[config.mk]
export PLATFORM = sky130hd
export DESIGN_NAME = lru_table
export DESIGN_NICKNAME = d
export VERILOG_FILES = /design/src/verilog/cbus_pkg.sv /design/src/verilog/lru_table.sv
export VERILOG_INCLUDE_DIRS = /design/src /design/src/verilog
export SDC_FILE = /design/constraint.sdc
export NUM_CORES = 1
export LEC_CHECK = 0
export BUFFER_PORTS_ARGS = -buffer_cell sky130_fd_sc_hd__buf_2
export CORE_UTILIZATION = 35
export DETAILED_ROUTE_END_ITERATION = 8
export SETUP_SLACK_MARGIN = 0.05
export SLEW_MARGIN = 10
export SYNTH_ARGS = -nofsm -noshare
export SYNTH_HDL_FRONTEND = slang
export SYNTH_SLANG_ARGS = --single-unit
[constraint.sdc]
create_clock -name clk -period 2.5 [get_ports clk]
set_input_delay 0.375 -clock clk [delete_from_list [all_inputs] [get_ports clk]]
set_output_delay 0.375 -clock clk [all_outputs]
set_load 0.02 [all_outputs]
[src/verilog/cbus_params.svh]
`ifndef CBUS_PARAMS_SVH
`define CBUS_PARAMS_SVH

// cache geometry
`define CBUS_SETS 32
`define CBUS_WAYS 2

// bus widths
`define CBUS_WORD_W 64
`define CBUS_ADDR_W 64

// addresses with this bit clear go straight to memory
`define CBUS_UNCACHED_BIT 31

// address split: tag | index | 3-bit byte offset
`define CBUS_INDEX_W 5
`define CBUS_TAG_W 56

`endif

[src/verilog/cbus_pkg.sv]
`include "cbus_params.svh"

package cbus_pkg;

    typedef logic [`CBUS_ADDR_W-1:0] addr_t;
    typedef logic [`CBUS_WORD_W-1:0] word_t;

    // one enable bit per byte lane
    typedef logic [`CBUS_WORD_W/8-1:0] strobe_t;

    // address bits 7..3
    typedef logic [`CBUS_INDEX_W-1:0] set_index_t;

    // address bits 63..8
    typedef logic [`CBUS_TAG_W-1:0] tag_t;

    typedef logic [$clog2(`CBUS_WAYS)-1:0] way_t;

    typedef enum logic [2:0] {
        st_idle,
        st_fetch,
        st_evict,
        st_install,
        st_respond,
        st_bypass,
        st_done
    } ctrl_state_t;

endpackage

[src/verilog/lru_table.sv]
`timescale 1ns/1ps
`include "cbus_params.svh"

module lru_table (
    input  logic                  clk,
    input  logic                  reset,
    input  cbus_pkg::addr_t       req_addr,
    input  logic                  touch,
    input  cbus_pkg::way_t        sel_way,
    input  logic [`CBUS_WAYS-1:0] set_valid,
    output cbus_pkg::way_t        victim_way
);

    // names the least recently used way of each set
    cbus_pkg::way_t       lru_q [`CBUS_SETS];
    cbus_pkg::set_index_t index;

    assign index = req_addr[`CBUS_INDEX_W+2:3];

    // lowest invalid way wins, else the lru way
    always_comb begin
        victim_way = lru_q[index];
        for (int w = `CBUS_WAYS - 1; w >= 0; w--) begin
            if (!set_valid[w]) begin
                victim_way = cbus_pkg::way_t'(w);
            end
        end
    end

    always_ff @(posedge clk or posedge reset) begin
        if (reset) begin
            for (int s = 0; s < `CBUS_SETS; s++) begin
                lru_q[s] <= '0;
            end
        end else if (touch) begin
            // two ways, so the other one becomes lru
            lru_q[index] <= ~sel_way;
        end
    end

endmodule

=== After elaboration in Yosys (flattened, before gate mapping) ===
Index checks and enable logic that the tools add are counted.

* Output and inout port bits: 1
* Bits of input ports: 70
* Word-level logic and storage cells: 45
* Flip-flop bits (word level): 32

* Magnitude comparators: 2
* Bitwise operators: 2
* Mux-type cells: 8
* Reductions and logical operators: 1

{| class="wikitable"
|+ Operators by type and width
! cell !! count
|-
| $bwmux 32 || 1
|-
| $ge 6x6->1 const B || 1
|-
| $lt 6x1->1 const B || 1
|-
| $not 5->6 || 1
|-
| $bmux 1 s5 || 1
|-
| $demux 1 s5 || 1
|-
| $mux 1 || 5
|-
| $logic_and 1x1->1 || 1
|-
| $not 1->1 || 1
|}

=== Logic depth before layout (Yosys ltp) ===
Gate-level depths: netlist of the first run.

* Depth after elaboration: 6
* Depth in mapped cells: 6
* Gate-level depth less buffers: 4

=== Worst setup path after synthesis of the first run ===
No wires, ideal clock.

* Path type: input-to-output
* Start: in req_addr[7]
* End: out victim_way
* Arrival: 1.532 ns
* Slack: 0.593 ns
* Required time: 2.125 ns
* Cell stages on the path: 6
* Path through: buf_6 > or3b_1 > buf_2 > o221ai_2 > o21ai_1 > a41oi_2

* Longest elaborated chain between the ends: 6

{| class="wikitable"
|+ RTL lines
! element !! RTL line !! text
|-
| from (decl) || lru_table.sv:7 || <nowiki>input cbus_pkg::addr_t req_addr,</nowiki>
|-
| $not 5->6 (not written as such) || lru_table.sv:22 || <nowiki>victim_way = lru_q[index];</nowiki>
|-
| $bmux 1 s5 || lru_table.sv:22 ||
|-
| $mux 1 (not written as such) (2 in series) || lru_table.sv:22 ||
|-
| $mux 1 (2 in series) || lru_table.sv:24 || <nowiki>if (!set_valid[w]) begin</nowiki>
|-
| to (decl) || lru_table.sv:11 || <nowiki>output cbus_pkg::way_t victim_way</nowiki>
|}

Every way passes these cells. The select of a mux whose other input is x is not followed.

=== Worst setup path in the final report of the first run ===
* Start: in req_addr[3]
* End: out victim_way

Same word-level chain as after synthesis.

==> results of run 1 <==
tightest hold or removal path: stages:
cell	delay [ns]
buf_2	0.09
inv_1	0.04
buf_4	0.36
power groups by stage:
stage	logic (mW)	registers (mW)	clock network (mW)
floorplan	0.208	0.668	0
global placement	0.240	0.676	0
detailed placement	0.253	0.685	0
CTS	0.254	0.675	0.549
global route	0.288	0.689	0.578
finish	0.250	0.675	0.540
layout make-up:
cell class	instances	area, sq um
Multi-Input combinational cell	117	776
Inverter	3	11.3
Fill cell	440	2630
Timing Repair Buffer	12	62.6
Tap cell	52	65.1
Sequential cell	32	801
Clock buffer	7	96.3
Clock inverter	1	30.0
cells by family (layout without fill, tap and decap cells):
group | count (synthesis) | in the layout | share of synthesized area [%]
and+or+nand+nor | 47 | 47 | 14.3
buffers and inverters | 18 | 23 | 5.76
muxes | 12 | 12 | 10.2
DFF | 32 | 32 | 47.9
AOI/OAI and AO/OA | 58 | 58 | 21.9
per-stage QoR:
stage	std cells	util, %	setup slack, ns
6_report	224	41.2	0.176
5_1_grt	224	41.2	0.0522
4_1_cts	224	41.2	0.149
3_5_place_dp	216	38.3	0.171
3_3_place_gp	216	38.3	0.199
2_1_floorplan	167	-	0.593
placed cells by master, fill, tap and decap left out, drive strengths merged:
| cell type | instances |
|---|---|
| nand3 | 3 |
| o21ai | 20 |
| clkbuf | 7 |
| o31ai | 19 |
| inv | 3 |
| dfrtp | 32 |
| a41oi | 1 |
| nand3b | 6 |
| nand2b | 1 |
| a32oi | 1 |
| nor2b | 2 |
| bufinv | 1 |
| a22oi | 1 |
| nor2 | 27 |
| a21oi | 14 |
| mux4 | 4 |
| or3 | 1 |
| nand4b | 1 |
| o221ai | 1 |
| nand2 | 1 |
| nor3 | 1 |
| or3b | 4 |
| mux2i | 8 |
| buf | 12 |
| o22ai | 1 |
worst paths after layout:
path | start | end | slack [ns] | depth (start not counted)
worst min register to register | lru_q[17] | lru_q[17] | 0.51 | 2
worst min-delay path | reset | lru_q[26] | 0.17 | 3
max in group asynchronous | reset | lru_q[19] | 2.04 | 3
worst max-delay path | req_addr[3] | victim_way | 0.18 | 6
worst max register to register | lru_q[8] | lru_q[8] | 1.80 | 2
min in group clk | lru_q[17] | lru_q[17] | 0.51 | 2
synth_stat cells:
master,n,area (sq um)
buf_6,2,22.5
o21ai_1,1,5.00
a21oi_1,14,70.1
buf_2,8,40.0
or3_1,1,6.26
o21ai_0,19,95.1
nor2_1,27,101
nor2b_1,2,12.5
nand2_1,1,3.75
inv_1,3,11.3
or3b_1,3,26.3
nand3_1,3,15.0
a41oi_2,1,16.3
nor3_1,1,5.00
mux4_2,4,90.1
nand4b_1,1,8.76
a32oi_1,1,8.76
clkbuf_1,4,15.0
o221ai_2,1,15.0
buf_4,1,7.51
or3b_2,1,8.76
o22ai_1,1,6.26
nand2b_1,1,6.26
nand3b_1,6,45.0
dfrtp_1,32,801
a22oi_1,1,7.51
mux2i_1,8,80.1
o31ai_1,19,143
per-layer routing:
layer	routed length (um)	share of wire [%]
met1	1620	46
met2	1750	49
met3	123	3.5
met4	57	1.6
met5	0	0
==> results.toml, run 1 <==
[placed_design]
portBuffers = 11
placed_cell_area_sq_um = 1720
globalplace.congestion = 0.741
hpwl_um = 2310

[grt]
use_met3_pct = 4.42
top_usage_layer = "met2"
antenna_found_initial = 0
met2_usage_pct = 26.6
grt_pass1_wl_um = 5980
grt_overflow = 0
gr-usage-met1_pct = 19.5
grt_start_max_net_pins = 33
grtUsageTotal_pct = 15.9
grt_pass1_vias = 1232

[clocking]
clock-root-buffer = "clkbuf_8"
cts_post_setup_buffers_inserted = 0
cts_hold_buf = 0
cts.clk_slew.worst_paths_ns = 0.07
htree_levels = 2
cts-resized-gates = 0
cts_tree = "done"
cts_buffers = 5
worstSkewPairLatency_ns = 0.28
clock-sinks = 32
ctsLongestPathBuffers = 2

[critical_path]
critPathArrivalTime_ns = 1.95
path_class = "primary input to output pin"
cp_top_family = "multiplexers"
crit_path_end_kind = "output pin"
critPathRequiredTime_ns = 2.12
path_cells = "buf_2 -> mux4_2 -> nor2b_1 -> a21oi_1 -> a41oi_2 -> buf_2"
worstPathMaxFanout = 16
worstSetupStartpointType = "primary input"
cp_slowest_stage_delay_ns = 0.56
slowest_stage = "mux4_2"
worst_path_most_repeated_cell = "buf_2"
critPathBufInv = 2

[pwr]
vdd_ir_drop_max_mv = 0.254
intPower_mw = 1.09
pwr-share-comb_pct = 17.1
seqPwrFrac_pct = 46.1
p_clk_share_pct = 36.9
p_leak_nw = 0.757
powerDensity_nw_per_um2 = 795
switching_share_pct = 25.5
power_mw = 1.46
switchingPower_mw = 0.374

[cells_and_area]
layout.nets = 241
drive_above_1_share_pct = 15.7
largestRegisters = "lru_q (32)"
largest-register = "lru_q"
stdcell_area_sq_um = 1840
largest_reg_flops = 32
syn_to_final_growth_pct = 10.1
diodes = 0

[timing]
rsz0062_at_grt = "no"
finalHoldViolations = 0
period_minus_slack_ns = 2.32
fin_tns_setup_ns = 0
drv_slew = 0
tightest_slew_ns = 0.571
slew_headroom_pct = 61.9
finClkSkew_ns = 0
period_share_pct = 93.0
holdWs_ns = 0.166
setup_violations = 0
max_clock_freq_ghz = 0.430

[synthesis]
seq_area_frac_synth_pct = 47.9
synth_area_sq_um = 1670
synth_fp_nets = 237
synth-seq-cells = 32
synthDistinctLibCells = 28
synth.avg_cell_area_sq_um = 10.0
ys.warnings.count = 0
synthCells = 167

[hold_path]
hp-class = "primary input to async pin"

[die]
die_w_um = 71.1
ios = 71
die-height_um = 71.1
start_util_pct = 37.4
rows = 24
coreArea_sq_um = 4470
dieArea_sq_um = 5060

[routing]
via_per_inst = 5.63
vias = 1261
drt-wirelength-per-cell_um = 15.9
finalWirelength_um = 3560
antenna_left = 0
drtPass1Iterations = 6
first_iter_violations = 122
post-route-drc-count = 2

[outcome]
violations = "design-rule violations"
status = "complete, but fails checks"

[flow_run]
drv_cap = 0
Power figures use the tool's default switching activity.
==> run 2, diff against run 1 <==
--- a/config.mk
+++ b/config.mk
@@ -8,2 +8,3 @@
 export LEC_CHECK = 0
+export ABC_AREA = 1
 export BUFFER_PORTS_ARGS = -buffer_cell sky130_fd_sc_hd__buf_2
--- a/constraint.sdc
+++ b/constraint.sdc
@@ -3,2 +3,2 @@
 set_output_delay 0.375 -clock clk [all_outputs]
-set_load 0.02 [all_outputs]
+set_load 0.1 [all_outputs]
==> run 2 against run 1 <==
Effect of this change: the flow now finishes without violations; critical endpoint unchanged; non-clock buffer count grew 5; count of clock-buffer cells in the layout stayed put; clock power fell by 20%; final cell count rose by 38%; power fell by 0.31%; first-iteration DRC count fell by 9.8%; design area rose by 11%.
==> results.toml, run 2 <==
[critical_path]
critPathRequiredTime_ns = 2.12
reg2reg_to = "lru_q[23]"
crit_path_end_kind = "output pin"
rrSetupSlack_ns = 1.80
critPathArrivalTime_ns = 1.79
path_class = "primary input to output pin"
worstSetupStartpointType = "primary input"
r2r_start = "lru_q[23]"
reg2reg_depth = 2
crit_start = "req_addr[3]"
worstPathMaxFanout = 18
cp-endpoint = "victim_way"

[cells_and_area]
diodes = 0
largest-register = "lru_q"
fillers = 535
seqCellArea_sq_um = 801
multi_input_area_sq_um = 861
layout_common_cells = "nand2_1 (74), dfrtp_1 (32), a21oi_1 (30), a31oi_1 (25), nor2_1 (12)"
largestRegisters = "lru_q (32)"
syn_to_final_growth_pct = 10.0
largest_reg_flops = 32
drive_above_1_share_pct = 21.3
mostFrequentLayoutCell = "nand2_1"
layout.nets = 309

[synthesis]
synth_area_leaders = "dfrtp_1 (43%), nand2_1 (15%), a31oi_1 (8.4%)"
synth.avg_cell_area_sq_um = 8.14
synth-seq-cells = 32
synthMostInstantiatedCell = "nand2_1"
postSynth.asyncResetShare_pct = 100
seq_area_frac_synth_pct = 43.1
synthDistinctLibCells = 19
synthCells = 228
synth-edff-count = 0
ys.warnings.count = 0
synth_commonest_cells = "nand2_1 (74), dfrtp_1 (32), a21oi_1 (30)"
synth_area_sq_um = 1860
synth_ff_type = "dfrtp_1"
synth_top_area_cell = "dfrtp_1"
synth_top_area_share_pct = 43.1
synth_fp_nets = 298

[grt]
grtUsageTotal_pct = 17.0
grt_pass1_wl_um = 6760
top_usage_layer = "met1"
antenna_found_initial = 0
met2_usage_pct = 23.9
grt_start_max_net_pins = 33
gr-usage-met1_pct = 24.2
grt_overflow = 0
grt_pass1_vias = 1358
use_met3_pct = 4.82

[clocking]
cts_buffers = 5
worstSkewPairLatency_ns = 0.28
cts_tree = "done"
cts-resized-gates = 0
cts_hold_buf = 0
clock-root-buffer = "clkbuf_8"
cts_post_setup_buffers_inserted = 0
cts.clk_slew.worst_paths_ns = 0.06
htree_levels = 2
clock-sinks = 32
ctsLongestPathBuffers = 2

[routing]
vias = 1512
finalWirelength_um = 4040
drt-wirelength-per-cell_um = 13.1
antenna_left = 0
via_per_inst = 4.89
post-route-drc-count = 0
first_iter_violations = 110
drtPass1Iterations = 4

[pwr]
power_mw = 1.46
powerDensity_nw_per_um2 = 715
vdd_ir_drop_max_mv = 0.201
p_leak_nw = 0.955

[placed_design]
globalplace.congestion = 0.784
portBuffers = 11
hpwl_um = 2620

[hold_path]
hp-class = "primary input to async pin"

[timing]
finClkSkew_ns = 0
tightest_slew_ns = 0.580
drv_slew = 0
slew_headroom_pct = 61.3
rsz0062_at_grt = "no"
max_clock_freq_ghz = 0.462
finalHoldViolations = 0
fin_tns_setup_ns = 0
period_minus_slack_ns = 2.16
setup_violations = 0
period_share_pct = 86.6

[die]
dieArea_sq_um = 5600
die-height_um = 74.8
coreArea_sq_um = 5110
start_util_pct = 36.4
die_w_um = 74.8
ios = 71
rows = 26

[outcome]
status = "completed"

[flow_run]
drv_cap = 0
-- run 2: cell count changes after synthesis, sizes merged, moves of 10 or more --
cell / delta
o21ai: -16
nand2: +74
o31ai: -19
a31oi: +25
nor2: -10
inv: +15
a21oi: +17
-- run 2: worst min path at each step --
| stage | cells after the start | to |
|---|---|---|
| floorplan | 1 | lru_q[0] |
| CTS | 3 | lru_q[29] |
| global route | 3 | lru_q[23] |
| finish | 3 | lru_q[29] |
| detailed placement | 3 | lru_q[29] |
| global placement | 3 | lru_q[29] |
-- run 2: through the flow --
stage / util [%] / std cells / area [sq um] / hold slack (ns) / setup slack (ns)
floorplan: - / 228 / 1860 / 0.491 / 0.173
global placement: 38.1 / 302 / 1950 / 0.491 / 0.339
detailed placement: 38.1 / 302 / 1950 / 0.485 / 0.349
CTS: 40.0 / 309 / 2040 / 0.174 / 0.346
global route: 40.0 / 309 / 2040 / 0.233 / 0.207
finish: 40.0 / 309 / 2040 / 0.162 / 0.336
-- run 2: cells by family (layout without fill, tap and decap cells) --
logic type             after synthesis  count (layout)  share of synthesized area [%]
AOI/OAI and AO/OA                   60              60                           18.1
and+or+nand+nor                    105             105                           28.3
DFF                                 32              32                           43.1
buffers and inverters               31              42                           10.5
-- run 2: report_power, final --
| part | switching, mW | internal (mW) | total (mW) |
|---|---|---|---|
| Sequential | 0.0609 | 0.640 | 0.701 |
| Combinational | 0.197 | 0.130 | 0.326 |
| Clock | 0.188 | 0.245 | 0.433 |
| Total | 0.445 | 1.01 | 1.46 |
-- run 2: per-layer routing --
layer / share of wire, % / wire (um)
met1: 50 / 2030
met2: 43 / 1750
met3: 4.2 / 170
met4: 2.1 / 85
met5: 0 / 0
-- run 2: worst max-delay path, cell delays in order --
cell     delay, ns
buf_2         0.35
inv_4         0.18
nor2_4        0.17
nand2_1       0.07
nand3_1       0.08
nand2_1       0.05
nand2_1       0.08
nor2_1        0.07
a21oi_2       0.16
buf_12        0.19
-- run 2: final cells by class --
cell class / instances / area share, %
repair buffers: 17 / 5.63
well taps: 70 / 4.29
multi-input cells: 165 / 42.1
flip-flops and latches: 32 / 39.2
inverters: 18 / 4.04
clock buffers: 7 / 4.72
==> run 3, diff against run 2 <==
- ABC_CLOCK_PERIOD_IN_PS: unset -> 2500
- PLACE_DENSITY_LB_ADDON: unset -> 0.3
- SETUP_SLACK_MARGIN: 0.05 -> 0.02
==> run 3 against run 2 <==
Effect of this change: clock power up 15%; via count unchanged; worst setup slack better by 0.097 ns; sequential share of layout area down 0.072 points; global-route usage down 0.58 points; die area unchanged; combinational power about the same; register-to-register slack about the same; critical endpoint unchanged; largest cell class unchanged.
==> results.toml, run 3 (synthesis gave the netlist of run 2 again) <==
[outcome]
status = "completed"

[routing]
vias = 1512
drtPass1Iterations = 4
antenna_left = 0
via_per_inst = 4.89
post-route-drc-count = 0
finalWirelength_um = 4170
first_iter_violations = 188
drt-wirelength-per-cell_um = 13.5

[clocking]
cts_buffers = 5
cts.clk_slew.worst_paths_ns = 0.07
clock-root-buffer = "clkbuf_8"
ctsLongestPathBuffers = 2
cts_tree = "done"
cts_hold_buf = 0
worstSkewPairLatency_ns = 0.29
cts_post_setup_buffers_inserted = 0
clock-sinks = 32
cts-resized-gates = 0
htree_levels = 2

[grt]
grt_start_max_net_pins = 33
grt_overflow = 0
grt_pass1_vias = 1356
antenna_found_initial = 0
grtUsageTotal_pct = 16.4
grt_pass1_wl_um = 6670

[critical_path]
critPathArrivalTime_ns = 1.69
path_cells = "buf_2 -> inv_4 -> nor3_4 -> nand2_1 -> nand3_1 -> nor2_1 -> a21oi_2 -> buf_12"
cp_top_family = "simple AND/OR/NAND/NOR gates"
critPathRequiredTime_ns = 2.12
worstSetupStartpointType = "primary input"
slowest_stage = "nor3_4"
cp_slowest_stage_delay_ns = 0.32
crit_path_end_kind = "output pin"
critPathBufInv = 3
worstPathMaxFanout = 9
path_class = "primary input to output pin"

[timing]
fin_tns_setup_ns = 0
finClkSkew_ns = 0
finalHoldViolations = 0
period_minus_slack_ns = 2.07
max_clock_freq_ghz = 0.484
rsz0062_at_grt = "no"
period_share_pct = 82.7
holdWs_ns = 0.162
drv_slew = 0
setup_violations = 0
tightest_slew_ns = 0.611
slew_headroom_pct = 59.1

[cells_and_area]
drive_above_1_share_pct = 20.9
diodes = 0
layout_common_cells = "nand2_1 (74), dfrtp_1 (32), a21oi_1 (30), a31oi_1 (25), nor2_1 (12)"
largestRegisters = "lru_q (32)"
layout.nets = 308
mostFrequentLayoutCell = "nand2_1"
largest-register = "lru_q"
syn_to_final_growth_pct = 10.2
largest_reg_flops = 32

[pwr]
powerDensity_nw_per_um2 = 745
intPower_mw = 1.06
switchingPower_mw = 0.460
power_mw = 1.53
seqPwrFrac_pct = 46.0
pwr-share-comb_pct = 21.5
vdd_ir_drop_max_mv = 0.210
switching_share_pct = 30.2
p_leak_nw = 0.954
p_clk_share_pct = 32.5

[die]
die-height_um = 74.8
die_w_um = 74.8
rows = 26
coreArea_sq_um = 5110
dieArea_sq_um = 5600
start_util_pct = 36.4
ios = 71

[placed_design]
globalplace.congestion = 0.823
hpwl_um = 2700
portBuffers = 11

[flow_run]
drv_cap = 0

[hold_path]
hp-class = "primary input to async pin"
-- run 3: changes by cell type in the layout (fill, tap and decap cells not counted) --
cell       previous run  this run
clkbuf_8              7         5
buf_4                 6         5
bufinv_16             0         1
clkbuf_1              0         1
clkinv_2              0         1
-- run 3: worst min-delay path: cells and delay by family --
| family | cells | cell delay (ns) |
|---|---|---|
| buffers and inverters | 3 | 0.50 |
-- run 3: power groups by stage --
stage          Clock (mW)  Combinational (mW)  Sequential, mW
6_report            0.496               0.328           0.701
2_1_floorplan           0               0.277           0.695
5_1_grt             0.521               0.379           0.717
4_1_cts             0.503               0.331           0.702
3_3_place_gp            0               0.323           0.709
3_5_place_dp            0               0.331           0.709
-- run 3: per-layer routing --
layer | up-vias | global-route usage, % | part of all wire, %
met5 | - | 0 | 0
met4 | 0 | 8.18 | 2.4
met3 | 8 | 3.61 | 3.1
met2 | 32 | 24.2 | 44
met1 | 694 | 22.8 | 50
li1 | 778 | - | -
-- run 3: area by class of cell --
| class | instances | area, sq um |
|---|---|---|
| flip-flops and latches | 32 | 801 |
| fillers | 536 | 3060 |
| inverters | 18 | 82.6 |
| well taps | 70 | 87.6 |
| multi-input cells | 165 | 861 |
| repair buffers | 16 | 108 |
| clock inverters | 2 | 35.0 |
| clock buffers | 6 | 72.6 |
-- run 3: path summary, 6_finish.rpt --
path	slack (ns)	start	endpoint	cells after the start
setup reg to reg	1.79	lru_q[31]	lru_q[31]	2
min in group clk	0.52	touch	lru_q[2]	5
setup / recovery	0.43	req_addr[5]	victim_way	8
max in group asynchronous	2.04	reset	lru_q[4]	3
hold / removal	0.16	reset	lru_q[21]	3
hold reg to reg	0.53	lru_q[1]	lru_q[1]	2
-- run 3: per-stage QoR --
step / instance area, sq um / worst slack [ns] / utilization [%] / cells
after detailed placement: 1940 / 0.426 / 38.0 / 301
after global placement: 1940 / 0.443 / 38.0 / 301
after global routing: 2050 / 0.290 / 40.1 / 309
after CTS: 2050 / 0.421 / 40.1 / 309
final: 2050 / 0.433 / 40.1 / 309
after floorplan: 1860 / 0.173 / - / 228
