`config.mk`:
```
export PLATFORM = sky130hd
export DESIGN_NAME = cache_ctrl
export DESIGN_NICKNAME = d
export VERILOG_FILES = /design/src/verilog/cbus_pkg.sv /design/src/verilog/cache_ctrl.sv
export VERILOG_INCLUDE_DIRS = /design/src /design/src/verilog
export SDC_FILE = /design/constraint.sdc
export NUM_CORES = 1
export LEC_CHECK = 0
export BUFFER_PORTS_ARGS = -buffer_cell sky130_fd_sc_hd__buf_4
export CORE_AREA = 5 5 260 262
export CTS_BUF_LIST = sky130_fd_sc_hd__clkbuf_8
export DETAILED_ROUTE_END_ITERATION = 10
export DIE_AREA = 0 0 265 267
export SLEW_MARGIN = 40
export SYNTH_ARGS = -nofsm -noshare
export SYNTH_HDL_FRONTEND = slang
export SYNTH_SLANG_ARGS = --single-unit
```
`constraint.sdc`:
```
create_clock -name clk -period 7.1 [get_ports clk]
set_input_delay 0.355 -clock clk [delete_from_list [all_inputs] [get_ports clk]]
set_output_delay 0.355 -clock clk [all_outputs]
set_load 0.02 [all_outputs]
```
`src/verilog/cbus_params.svh`:
```
`ifndef CBUS_PARAMS_SVH
`define CBUS_PARAMS_SVH

// cache geometry
`define CBUS_SETS 32
`define CBUS_WAYS 2

// bus widths
`define CBUS_WORD_W 64
`define CBUS_ADDR_W 64

// addresses with this bit clear go straight to memory
`define CBUS_UNCACHED_BIT 31

// address split: tag | index | 3-bit byte offset
`define CBUS_INDEX_W 5
`define CBUS_TAG_W 56

`endif

```
`src/verilog/cbus_pkg.sv`:
```
`include "cbus_params.svh"

package cbus_pkg;

    typedef logic [`CBUS_ADDR_W-1:0] addr_t;
    typedef logic [`CBUS_WORD_W-1:0] word_t;

    // one enable bit per byte lane
    typedef logic [`CBUS_WORD_W/8-1:0] strobe_t;

    // address bits 7..3
    typedef logic [`CBUS_INDEX_W-1:0] set_index_t;

    // address bits 63..8
    typedef logic [`CBUS_TAG_W-1:0] tag_t;

    typedef logic [$clog2(`CBUS_WAYS)-1:0] way_t;

    typedef enum logic [2:0] {
        st_idle,
        st_fetch,
        st_evict,
        st_install,
        st_respond,
        st_bypass,
        st_done
    } ctrl_state_t;

endpackage

```
`src/verilog/cache_ctrl.sv`:
```
`timescale 1ns/1ps
`include "cbus_params.svh"

module cache_ctrl (
    input  logic                clk,
    input  logic                reset,
    input  logic                req_valid,
    input  logic                req_is_write,
    input  cbus_pkg::addr_t     req_addr,
    input  cbus_pkg::strobe_t   req_strobe,
    input  cbus_pkg::word_t     req_data,
    input  logic                mem_ready,
    input  logic                mem_last,
    input  cbus_pkg::word_t     mem_rdata,
    input  logic                hit,
    input  cbus_pkg::way_t      hit_way,
    input  cbus_pkg::word_t     hit_data,
    input  logic                victim_dirty,
    input  cbus_pkg::tag_t      victim_tag,
    input  cbus_pkg::word_t     victim_data,
    input  cbus_pkg::way_t      victim_way,
    input  cbus_pkg::word_t     fill_data,
    output logic                resp_ready,
    output logic                resp_last,
    output cbus_pkg::word_t     resp_data,
    output logic                mem_valid,
    output logic                mem_is_write,
    output cbus_pkg::addr_t     mem_addr,
    output cbus_pkg::strobe_t   mem_strobe,
    output cbus_pkg::word_t     mem_wdata,
    output logic                hit_write,
    output logic                capture_fill,
    output logic                install,
    output cbus_pkg::way_t      sel_way,
    output logic                touch
);

    cbus_pkg::ctrl_state_t state;
    cbus_pkg::set_index_t  index;
    cbus_pkg::tag_t        req_tag;
    logic                  cached;
    logic                  take;
    logic                  cached_hit;
    logic                  mem_done;

    assign index   = req_addr[`CBUS_INDEX_W+2:3];
    assign req_tag = req_addr[`CBUS_ADDR_W-1:`CBUS_ADDR_W-`CBUS_TAG_W];
    assign cached  = req_addr[`CBUS_UNCACHED_BIT];

    // request accepted only from idle
    assign take       = (state == cbus_pkg::st_idle) && req_valid;
    assign cached_hit = take && cached && hit;
    assign mem_done   = mem_ready && mem_last;

    // array and recency strobes
    assign hit_write    = cached_hit && req_is_write;
    assign capture_fill = (state == cbus_pkg::st_fetch) && mem_done;
    assign install      = (state == cbus_pkg::st_install);
    assign touch        = cached_hit || install;

    // hit way during lookup, replacement way for the rest of a miss
    assign sel_way = (state == cbus_pkg::st_idle) ? hit_way : victim_way;

    always_ff @(posedge clk or posedge reset) begin
        if (reset) begin
            state        <= cbus_pkg::st_idle;
            resp_ready   <= 1'b0;
            resp_last    <= 1'b0;
            mem_valid    <= 1'b0;
            mem_is_write <= 1'b0;
        end else begin
            case (state)
                cbus_pkg::st_idle: begin
                    if (req_valid) begin
                        if (!cached) begin
                            mem_valid    <= 1'b1;
                            mem_is_write <= req_is_write;
                            state        <= cbus_pkg::st_bypass;
                        end else if (hit) begin
                            resp_ready <= 1'b1;
                            resp_last  <= 1'b1;
                            state      <= cbus_pkg::st_done;
                        end else begin
                            mem_valid    <= 1'b1;
                            mem_is_write <= 1'b0;
                            state        <= cbus_pkg::st_fetch;
                        end
                    end
                end
                cbus_pkg::st_fetch: begin
                    if (mem_done) begin
                        mem_valid <= 1'b0;
                        // a dirty victim goes back to memory before the install
                        state <= victim_dirty ? cbus_pkg::st_evict : cbus_pkg::st_install;
                    end
                end
                cbus_pkg::st_evict: begin
                    if (!mem_valid) begin
                        mem_valid    <= 1'b1;
                        mem_is_write <= 1'b1;
                    end else if (mem_done) begin
                        mem_valid <= 1'b0;
                        state     <= cbus_pkg::st_install;
                    end
                end
                cbus_pkg::st_install: begin
                    state <= cbus_pkg::st_respond;
                end
                cbus_pkg::st_respond: begin
                    resp_ready <= 1'b1;
                    resp_last  <= 1'b1;
                    state      <= cbus_pkg::st_done;
                end
                cbus_pkg::st_bypass: begin
                    if (mem_done) begin
                        mem_valid  <= 1'b0;
                        resp_ready <= 1'b1;
                        resp_last  <= 1'b1;
                        state      <= cbus_pkg::st_done;
                    end
                end
                default: begin
                    // response pulse ends here, one quiet cycle before idle
                    resp_ready <= 1'b0;
                    resp_last  <= 1'b0;
                    state      <= cbus_pkg::st_idle;
                end
            endcase
        end
    end

    // bus payload
    always_ff @(posedge clk) begin
        case (state)
            cbus_pkg::st_idle: begin
                if (req_valid && !cached) begin
                    mem_addr   <= req_addr;
                    mem_strobe <= req_strobe;
                    mem_wdata  <= req_data;
                end else if (req_valid) begin
                    mem_addr   <= {req_tag, index, 3'b000};
                    mem_strobe <= '1;
                    resp_data  <= hit_data;
                end
            end
            cbus_pkg::st_fetch: begin
                if (mem_done && victim_dirty) begin
                    mem_addr   <= {victim_tag, index, 3'b000};
                    mem_strobe <= '1;
                    mem_wdata  <= victim_data;
                end
            end
            cbus_pkg::st_respond: begin
                resp_data <= fill_data;
            end
            cbus_pkg::st_bypass: begin
                if (mem_done) begin
                    resp_data <= mem_rdata;
                end
            end
            default: begin
            end
        endcase
    end

endmodule

```
# Word level (Yosys, flattened, before mapping)
# Index checks and enable logic that the tools add are counted.
# op_classes
eq_ne	19
muxes	42
bitwise	1
reduce_logical	24
# ops
op	n
2-to-1 mux 64 bit	8
one-hot mux 64 bit (2 select lines)	2
one-hot mux 64 bit (3 select lines)	1
2-to-1 mux 8 bit	3
2-to-1 mux 3 bit	7
!= test 2 bit (second input constant)	9
one-hot mux 3 bit (6 select lines)	1
2-to-1 mux 1 bit	16
one-hot mux 8 bit (2 select lines)	1
AND reduction 4 bit	3
AND reduction 5 bit	2
logical AND 1 bit	8
equality test 3 x 2 -> 1 bit (second input constant)	2
equality test 3 bit (second input constant)	2
!= test 2 x 1 -> 1 bit (second input constant)	3
AND reduction 3 bit	2
nonzero test 3 bit	2
one-hot mux 1 bit (4 select lines)	1
nonzero test 2 bit	2
equality test 3 x 1 -> 1 bit (second input constant)	1
zero test 3 bit	1
!= test 3 x 2 -> 1 bit (second input constant)	1
!= test 3 bit (second input constant)	1
one-hot mux 1 bit (3 select lines)	1
6 further kinds	6
# totals
reg_bits	206
inputBits	458
out_inout_bits	209
elab_cells	94

# Longest topological paths before layout
# Gate-level depths: netlist of the first run.
# logic_depth
word_depth	5
depth_mapped	7
mapped_depth_nobuf	3

# Worst setup path after synthesis of the first run
# No wires, ideal clock.
# synth_timing
path_type	reg2reg
startpoint	register state[1]
endpoint	register mem_wdata[0] (enable)
setup_ps	575
arrival_ps	5601
required_time_ps	6525
path_slack_ps	924
stages_incl_launch_ff	4
n_path_buf	1
period_less_slack_ps	6176
cell_sequence	dfrtp_1 -> buf_2 -> or4b_1 -> o21ai_0
# synth_between
elab_chain_cells	3
word_cells_on_any_way	6
classes_between	eq/ne: 3; reduce/logical: 3
# synth_lines
item	line	source
start, declared	cache_ctrl.sv:38	cbus_pkg::ctrl_state_t state;
start signal, assigned	cache_ctrl.sv:66	state <= cbus_pkg::st_idle;
start signal, assigned	cache_ctrl.sv:78	state <= cbus_pkg::st_bypass;
start signal, assigned	cache_ctrl.sv:82	state <= cbus_pkg::st_done;
equality test 3 x 1 -> 1 bit or zero test 3 bit (tied branches)	cache_ctrl.sv:134	case (state)
!= test 2 x 1 -> 1 bit (no source line) or nonzero test 2 bit (tied branches)	-	
AND reduction 3 bit (no source line) (*)	-	
end signal, assigned	cache_ctrl.sv:139	mem_wdata <= req_data;
end signal, assigned	cache_ctrl.sv:150	mem_wdata <= victim_data;
end, declared	cache_ctrl.sv:30	output cbus_pkg::word_t mem_wdata,
# Every way passes the cells marked *; elsewhere a longest branch is shown, timed or not.
# A chain may end at the register's enable or synchronous reset.

# Worst setup path after layout of the first run
# layout_timing
startpoint	register state[0]
endpoint	register mem_wdata[54], data pin
# layout_between
elab_chain_cells	2
word_cells_on_any_way	3
classes_between	eq/ne: 1; mux: 1; reduce/logical: 1
# layout_lines
item	line
equality test 3 x 1 -> 1 bit or zero test 3 bit (tied branches)	cache_ctrl.sv:134
one-hot mux 64 bit (2 select lines) (*)	cache_ctrl.sv:134
# Marks and branches as above.

==> results.cfg, run 1 <==
[power]
powerDensity_mw_per_mm2 = 311
peakVddDrop_mv = 0.154
power.leakage_nw = 7.01

[layout]
layout_commonest_cell = buf_4
drive_gt1_share_pct = 57.0
layout.nets = 1804
syn_to_final_growth_pct = 77.7
antenna-diode-count = 0
layout_common_cells = buf_4, edfxtp_1, nand2_1, mux2_1, mux2i_1

[timing]
worst_pin_slew_ns = 0.768
finalHoldViolations = 0
rsz0062_at_grt = no
finalSetupViolCount = 0
fin_crit_sh_pct = 47.5
period_needed_ns = 3.37
skew_ns = 0.0189
final.setup.tns_ns = 0
maxSlewViolCount = 0
max_freq_ghz = 0.297
holdWs_ns = 0.0820
relSlewSlack_pct = 48.6

[floorplan]
dieWidth_um = 265
dieHeight_um = 267
die_area_sq_mm = 0.0708
rows = 94
start_util_pct = 14.3
io_pins = 667
fp.coreArea_sq_mm = 0.0652

[grt]
grt_max_degree = 84
first_global_vias = 8938
grt.overflow.total = 0
grt_first_pass_wirelength_um = 56200
grt.total_usage_pct = 10.5
antenna_found_initial = 5

[yosys]
synth_nets = 1080
synthCells = 622
ys_ff_latch = 206
yosys.area.top_type = edfxtp_1
yosys_warnings = 0
synthFlopType = edfxtp_1
yosysSeqAreaShare_pct = 66.2
synth_cell_type_count = 33
synth_area_sq_mm = 0.00930
ys_async_sr_fraction_pct = 2.91
synth_edf_count = 200
syn_area_per_cell_sq_um = 15.0
synth.top_cell.area_share_pct = 64.6
synth.area.top_cells = edfxtp_1, mux2_1, mux2i_1

[cts]
clk_pin_slew_ns = 0.06
cts_setup_buffers = 0
cts.sinks = 206
cts-root-buf = clkbuf_8
clkLatencyLatePin_ns = 0.56
htree_num_levels = 2
cts.path.max_buffers = 3
cts_tree = done
numCtsBuffers = 39

[job]
maxCapViolations = 0

[setup_path]
r2r_start = state[0]
path_class = flip-flop to flip-flop
reg2reg_depth = 5
arrival_ns = 3.69
cp-end-kind = flip-flop
ff2ff_setup_slack_ns = 3.73
worstPathMaxFanout = 67
cp_data_required_time_ns = 7.42
start_kind = flip-flop
r2r_end = mem_wdata[54]

[detailed_routing]
drc = 0
vias = 8110
vias_per_cell = 3.62
ant_nets = 0
wl_um = 40300
wire_per_inst_um = 18.0
first_pass_iters = 6
first_iter_violations = 332

[hold_path]
holdPathEnd = resp_data[50]
holdPathStages = 3
hp-start = hit_data[50]
min_path_type = input pin to flip-flop

[placed_design]
io_buffers = 666
place_congestion = 0.933
hpwlAfterDp_um = 32800

[status]
status = complete, no violations
-- metal layers --
layer / part of all wire (%) / global-route usage, %
met1: 35 / 11.2
met5: 0.027 / 0
met3: 10 / 4.06
met4: 2.8 / 3.13
met2: 51 / 19.3
-- flip-flops by register name, summed over array words and instances (netlist names) --
register and flops:
mem_addr 64, mem_is_write 1, mem_strobe 8, mem_valid 1
mem_wdata 64, resp_data 64, resp_last 1, state 3
-- final cells by class --
cell class,instances,area (sq um)
fill,6873,48600
inverter,6,22.5
tap,864,1080
clock buffer,41,564
clock inverter,29,154
timing repair buffer,725,5600
multi-input combinational,368,2960
sequential,206,6160
-- synthesized netlist by cell type (9+ instances only) --
| cell type | n |
|---|---|
| buf_2 | 20 |
| buf_4 | 9 |
| clkbuf_1 | 12 |
| edfxtp_1 | 200 |
| mux2_1 | 66 |
| mux2_2 | 54 |
| mux2i_1 | 65 |
| nand2_1 | 68 |
| nand2b_1 | 10 |
| o21ai_0 | 61 |
| o21ai_1 | 10 |
-- through the flow --
step                      std cells  worst slack, ns  instance area (sq um)  power (mW)  util, %
final                          2239             3.73                  16500        5.14     25.4
after global routing           2239             3.52                  16500        5.45     25.4
after CTS                      2239             3.26                  16500        5.25     25.4
after detailed placement       2117             3.71                  15300        4.07     23.5
after global placement         2116             3.85                  15300        4.01     23.4
after floorplan                 622            0.924                   9300        3.18        -
-- worst max path at each step --
stage | startpoint | slack [ns] | end | cells past startpoint
after detailed placement | state[0] | 3.71 | mem_wdata[34] | 4
final | state[0] | 3.73 | mem_wdata[54] | 5
after global placement | state[0] | 3.85 | mem_wdata[16] | 4
after global routing | state[0] | 3.52 | mem_wdata[54] | 5
after floorplan | state[1] | 0.92 | mem_wdata[0] | 3
after CTS | state[0] | 3.26 | mem_wdata[55] | 5
-- power by group --
group	internal (mW)	switching, mW
sequential	1.79	0.169
clock	0.572	0.529
combinational	0.927	1.15
-- cell families after synthesis --
family | count (synthesis) | synth area share (%)
and+or+nand+nor | 95 | 4.65
DFF | 206 | 66.2
muxes | 185 | 21.5
AOI/OAI and AO/OA | 88 | 5.10
buffers and inverters | 48 | 2.57
-- timing repair --
item	4_1_cts	5_1_grt
hold buffers	52	0
gates resized for setup	0	0
hold endpoints to repair	49	0
setup endpoints to repair	0	0
-- critical path, stage by stage, from the launching register on --
cell and delay (ns):
dfrtp_4 0.77, nor3b_4 0.31, buf_6 0.47, buf_6 0.56, mux2_1 0.39, dlygate4sd3_1 0.55
Note: power is estimated with default switching activity, not from simulation.
==> run 2, diff against run 1 <==
- clock period: 7.1 -> 3.3 ns (I/O delays scaled with it)
==> run 2 against run 1 <==
Compared with the run above:
- total power up 140%
- routed wire length rose by 7.5%
- clock power is 120% higher
- combinational power increased to 2.8 times the previous value
==> results.cfg, run 2 (synthesized netlist as in run 1, its figures left out) <==
[status]
status = complete, no violations

[setup_path]
cp.depth = 5
path_class = flip-flop to flip-flop
crit_top_cell = buf_4
crit_chain = buf_4 -> buf_4 -> mux2i_1 -> o21ai_0 -> dlygate4sd3_1
slowest_delay_ns = 0.65
critical-path-top-delay-family = buffers and inverters
worstPathBufferInverterCount = 3
ff2ff_setup_slack_ns = 0.44
cp_data_required_time_ns = 3.61
reg2reg_depth = 5
startpoint = state[0]
arrival_ns = 3.17
r2r_end = resp_data[52]
cp-end-kind = flip-flop
slowest_stage = buf_4
worstPathMaxFanout = 39
r2r_start = state[0]
crit_end = resp_data[52]
start_kind = flip-flop

[cts]
cts-root-buf = clkbuf_8
ctsResizeCount = 0
htree_num_levels = 2
cts_tree = done
cts_setup_buffers = 0
cts.sinks = 206
cts.path.max_buffers = 3
clk_pin_slew_ns = 0.06
numCtsBuffers = 38
clkLatencyLatePin_ns = 0.57

[layout]
drive_gt1_share_pct = 46.1
utilization_pct = 30.6
reg_top3 = mem_addr (64), mem_wdata (64), resp_data (64)
layout_common_cells = buf_4, dlygate4sd3_1, edfxtp_1, nand2_1, mux2_1
syn_to_final_growth_pct = 115
layout_commonest_cell = buf_4
fin_cells = 2574
layout.nets = 2144

[floorplan]
io_pins = 667
die_area_sq_mm = 0.0708
dieWidth_um = 265
fp.coreArea_sq_mm = 0.0652
rows = 94
start_util_pct = 14.3
dieHeight_um = 267

[timing]
finalHoldViolations = 0
fin_crit_sh_pct = 86.7
worst_pin_slew_ns = 0.715
period_needed_ns = 2.86
holdWs_ns = 0.0931
maxSlewViolCount = 0
skew_ns = 0.0317
final.setup.tns_ns = 0
relSlewSlack_pct = 52.3
finalSetupViolCount = 0
max_freq_ghz = 0.350
rsz0062_at_grt = no

[grt]
grt_first_pass_wirelength_um = 62300
grt.overflow.total = 0
grt.total_usage_pct = 11.4
first_global_vias = 10600
grt_max_degree = 124
antenna_found_initial = 6

[placed_design]
io_buffers = 666
dp_cells = 2121
hpwlAfterDp_um = 31900
place_congestion = 0.874

[detailed_routing]
drc = 0
first_iter_violations = 405
ant_nets = 0
vias = 9500
vias_per_cell = 3.69
wire_per_inst_um = 16.8
first_pass_iters = 4
wl_um = 43300

[power]
power.leakage_nw = 8.45
peakVddDrop_mv = 0.627
powerDensity_mw_per_mm2 = 618
power_mw = 12.3

[hold_path]
min_path_type = input pin to flip-flop
holdPathStages = 3

[job]
maxCapViolations = 0
run 2: cell count changes in the layout (fill, tap and decap cells not counted), moves of 2 or more:
| cell | previous run | this run |
|---|---|---|
| dlygate4sd3_1 | 52 | 389 |
| clkinv_1 | 7 | 2 |
| buf_12 | 1 | 5 |
| diode_2 | 0 | 4 |
| inv_1 | 19 | 15 |
| buf_4 | 669 | 672 |
| buf_6 | 3 | 0 |
| clkinvlp_4 | 2 | 0 |
run 2: timing repair:
| item | 4_1_cts | 5_1_grt |
|---|---|---|
| endpoints found under the hold margin | 209 | 0 |
| hold buffers | 389 | 0 |
| setup endpoints to repair | 0 | 0 |
run 2: stage by stage:
step                setup slack, ns  instance area (sq um)
floorplan                    0.0706                   9310
global placement               1.03                  15400
detailed placement            0.971                  15400
CTS                           0.403                  19900
global route                  0.276                  20000
finish                        0.439                  20000
run 2: area by class of cell:
class | instances | area [sq um]
Antenna cell | 4 | 10.0
Clock buffer | 41 | 564
Clock inverter | 19 | 139
Fill cell | 6528 | 45200
Inverter | 6 | 22.5
Multi-Input combinational cell | 368 | 2940
Sequential cell | 206 | 6160
Tap cell | 864 | 1080
Timing Repair Buffer | 1066 | 9040
run 2: worst min path at each step:
stage                          to          from
floorplan            mem_is_write         reset
global placement     mem_is_write         reset
detailed placement   mem_is_write         reset
CTS                      state[1]  req_addr[31]
global route        mem_wdata[59]  req_addr[31]
finish               resp_data[3]  fill_data[3]
run 2: routing by layer:
metal  global-route usage (%)  wire (um)
met1                     11.9      15300
met2                     20.7      22200
met3                     4.42       4540
met4                     4.08       1260
met5                        0          0
run 2: power breakdown:
part	internal, mW	switching, mW	total, mW
Sequential	3.85	0.260	4.11
Combinational	3.00	2.83	5.82
Clock	1.29	1.11	2.40
Total	8.14	4.19	12.3
run 2: worst register-to-register path: stages (launching register included):
cell and delay [ns]:
dfrtp_4 0.43, buf_4 0.46, buf_4 0.69, mux2i_1 0.35, o21ai_0 0.10, dlygate4sd3_1 0.57
==> run 3, diff against run 2 <==
- PLACE_DENSITY: not set -> 0.35
==> run 3 against run 2 <==
Compared with the run above:
- critical path depth did not move
- design area rose by 0.91%
- clock power rose by 3%
- register-to-register slack got worse by 0.05 ns
- clock skew fell by 0.012 ns
- first-iteration DRC count fell by 32%
- worst hold slack got worse by 0.033 ns
- die area did not move
- clock-buffer cell count rose by 3
- routed wire length rose by 4.1%
- critical endpoint is now resp_data[25]
==> results.cfg, run 3 (synthesized netlist as in run 1, its figures left out) <==
[status]
status = complete, no violations

[placed_design]
dp_cells = 2122
io_buffers = 666
hpwlAfterDp_um = 34500
post-place-ws_ns = 0.870
place_congestion = 0.812
place_area_sq_mm = 0.0154

[grt]
grt_max_degree = 85
grt.overflow.total = 0
first_global_vias = 10300
antenna_found_initial = 5
grt.total_usage_pct = 11.9
grt_first_pass_wirelength_um = 63900

[setup_path]
slowest_delay_ns = 0.60
arrival_ns = 3.24
slowest_stage = dfrtp_4
cp-end-kind = flip-flop
path_class = flip-flop to flip-flop
worstPathMaxFanout = 36
ff2ff_setup_slack_ns = 0.38
crit_chain = buf_4 -> mux2i_1 -> dlygate4sd3_1 -> o21ai_0 -> dlygate4sd3_1
critical-path-top-delay-family = buffers and inverters
cp_data_required_time_ns = 3.62
crit_top_cell = dlygate4sd3_1
worstPathBufferInverterCount = 3
start_kind = flip-flop

[detailed_routing]
vias = 9356
vias_per_cell = 3.60
wl_um = 45100
first_iter_violations = 276
wire_per_inst_um = 17.3
first_pass_iters = 4
ant_nets = 0
drc = 0

[layout]
layout_common_cells = buf_4, dlygate4sd3_1, edfxtp_1, nand2_1, mux2_1
layout.nets = 2161
reg_top3 = mem_addr (64), mem_wdata (64), resp_data (64)
drive_gt1_share_pct = 45.6
syn_to_final_growth_pct = 116
fin_cells = 2602
utilization_pct = 30.9
final_cell_area_sq_mm = 0.0201
layout_commonest_cell = buf_4

[floorplan]
dieWidth_um = 265
die_area_sq_mm = 0.0708
rows = 94
dieHeight_um = 267
io_pins = 667
fp.coreArea_sq_mm = 0.0652
start_util_pct = 14.3

[hold_path]
min_path_type = input pin to flip-flop

[timing]
skew_ns = 0.0200
holdWs_ns = 0.0599
finalSetupViolCount = 0
max_freq_ghz = 0.343
worst_pin_slew_ns = 0.718
final.setup.tns_ns = 0
finalHoldViolations = 0
maxSlewViolCount = 0
period_needed_ns = 2.92
fin_ws_ns = 0.385
rsz0062_at_grt = no
relSlewSlack_pct = 52.2
fin_crit_sh_pct = 88.3

[cts]
clk_pin_slew_ns = 0.05
cts_tree = done
cts-root-buf = clkbuf_8
ctsResizeCount = 0
clkLatencyLatePin_ns = 0.59
cts.path.max_buffers = 3
cts.sinks = 206
numCtsBuffers = 44
htree_num_levels = 2

[power]
peakVddDrop_mv = 0.324
power_frac_comb_pct = 46.9
power.leakage_nw = 8.49
powerDensity_mw_per_mm2 = 618
switching_share_pct = 34.7
p_int_mw = 8.12
sequentialPowerShare_pct = 33.3
p_clk_share_pct = 19.8
p_sw_mw = 4.32
power_mw = 12.4

[job]
maxCapViolations = 0
## run 3: changes by cell type in the layout (fill, tap and decap cells not counted)
cell / change
nor3b_1: -1
inv_1: -2
nor3b_4: +1
clkinvlp_4: +2
clkinv_2: -2
clkbuf_8: +3
inv_6: -1
inv_8: +1
buf_12: +1
buf_6: +1
bufinv_16: -2
clkinv_1: +18
dlygate4sd3_1: +9
## run 3: what timing repair did
item | 4_1_cts | 5_1_grt
setup buffers | 0 | 0
endpoints found under the setup margin | 0 | 0
endpoints found under the hold margin | 214 | 0
hold buffers | 398 | 0
## run 3: power groups by stage
stage | combinational (mW) | sequential (mW) | clock [mW]
after floorplan | 1.98 | 4.83 | 0
after global placement | 4.74 | 4.19 | 0
after detailed placement | 4.75 | 4.20 | 0
after CTS | 5.94 | 4.16 | 2.65
after global routing | 6.30 | 4.21 | 2.77
final | 5.84 | 4.14 | 2.46
## run 3: final timing paths
path                                   start             to  cells after the start
worst max-delay path                state[0]  resp_data[25]                      5
worst max register to register      state[0]  resp_data[25]                      5
max in group asynchronous              reset       state[0]                      3
min in group asynchronous              reset   mem_is_write                      3
worst min register to register     mem_valid      mem_valid                      2
worst min-delay path            mem_rdata[6]   resp_data[6]                      3
## run 3: cell type report
| cell class | count | area (sq um) |
|---|---|---|
| Multi-Input combinational cell | 368 | 2950 |
| Tap cell | 864 | 1080 |
| Clock buffer | 44 | 606 |
| Timing Repair Buffer | 1077 | 9160 |
| Antenna cell | 4 | 10.0 |
| Fill cell | 6815 | 45000 |
| Clock inverter | 33 | 146 |
| Inverter | 6 | 22.5 |
| Sequential cell | 206 | 6160 |
## run 3: worst register-to-register path, delay by kind of cell (launching register included)
family | cells | cell delay [ns]
mux | 1 | 0.32
buf+inv | 3 | 1.68
flops | 1 | 0.60
compound gates | 1 | 0.06
## run 3: layer usage
layer	vias to the layer above	part of all wire, %	GRT usage (%)
li1	4523	-	-
met1	4318	35	12.3
met2	454	52	22.1
met3	59	11	5.12
met4	2	2.2	3.17
met5	-	0.029	0
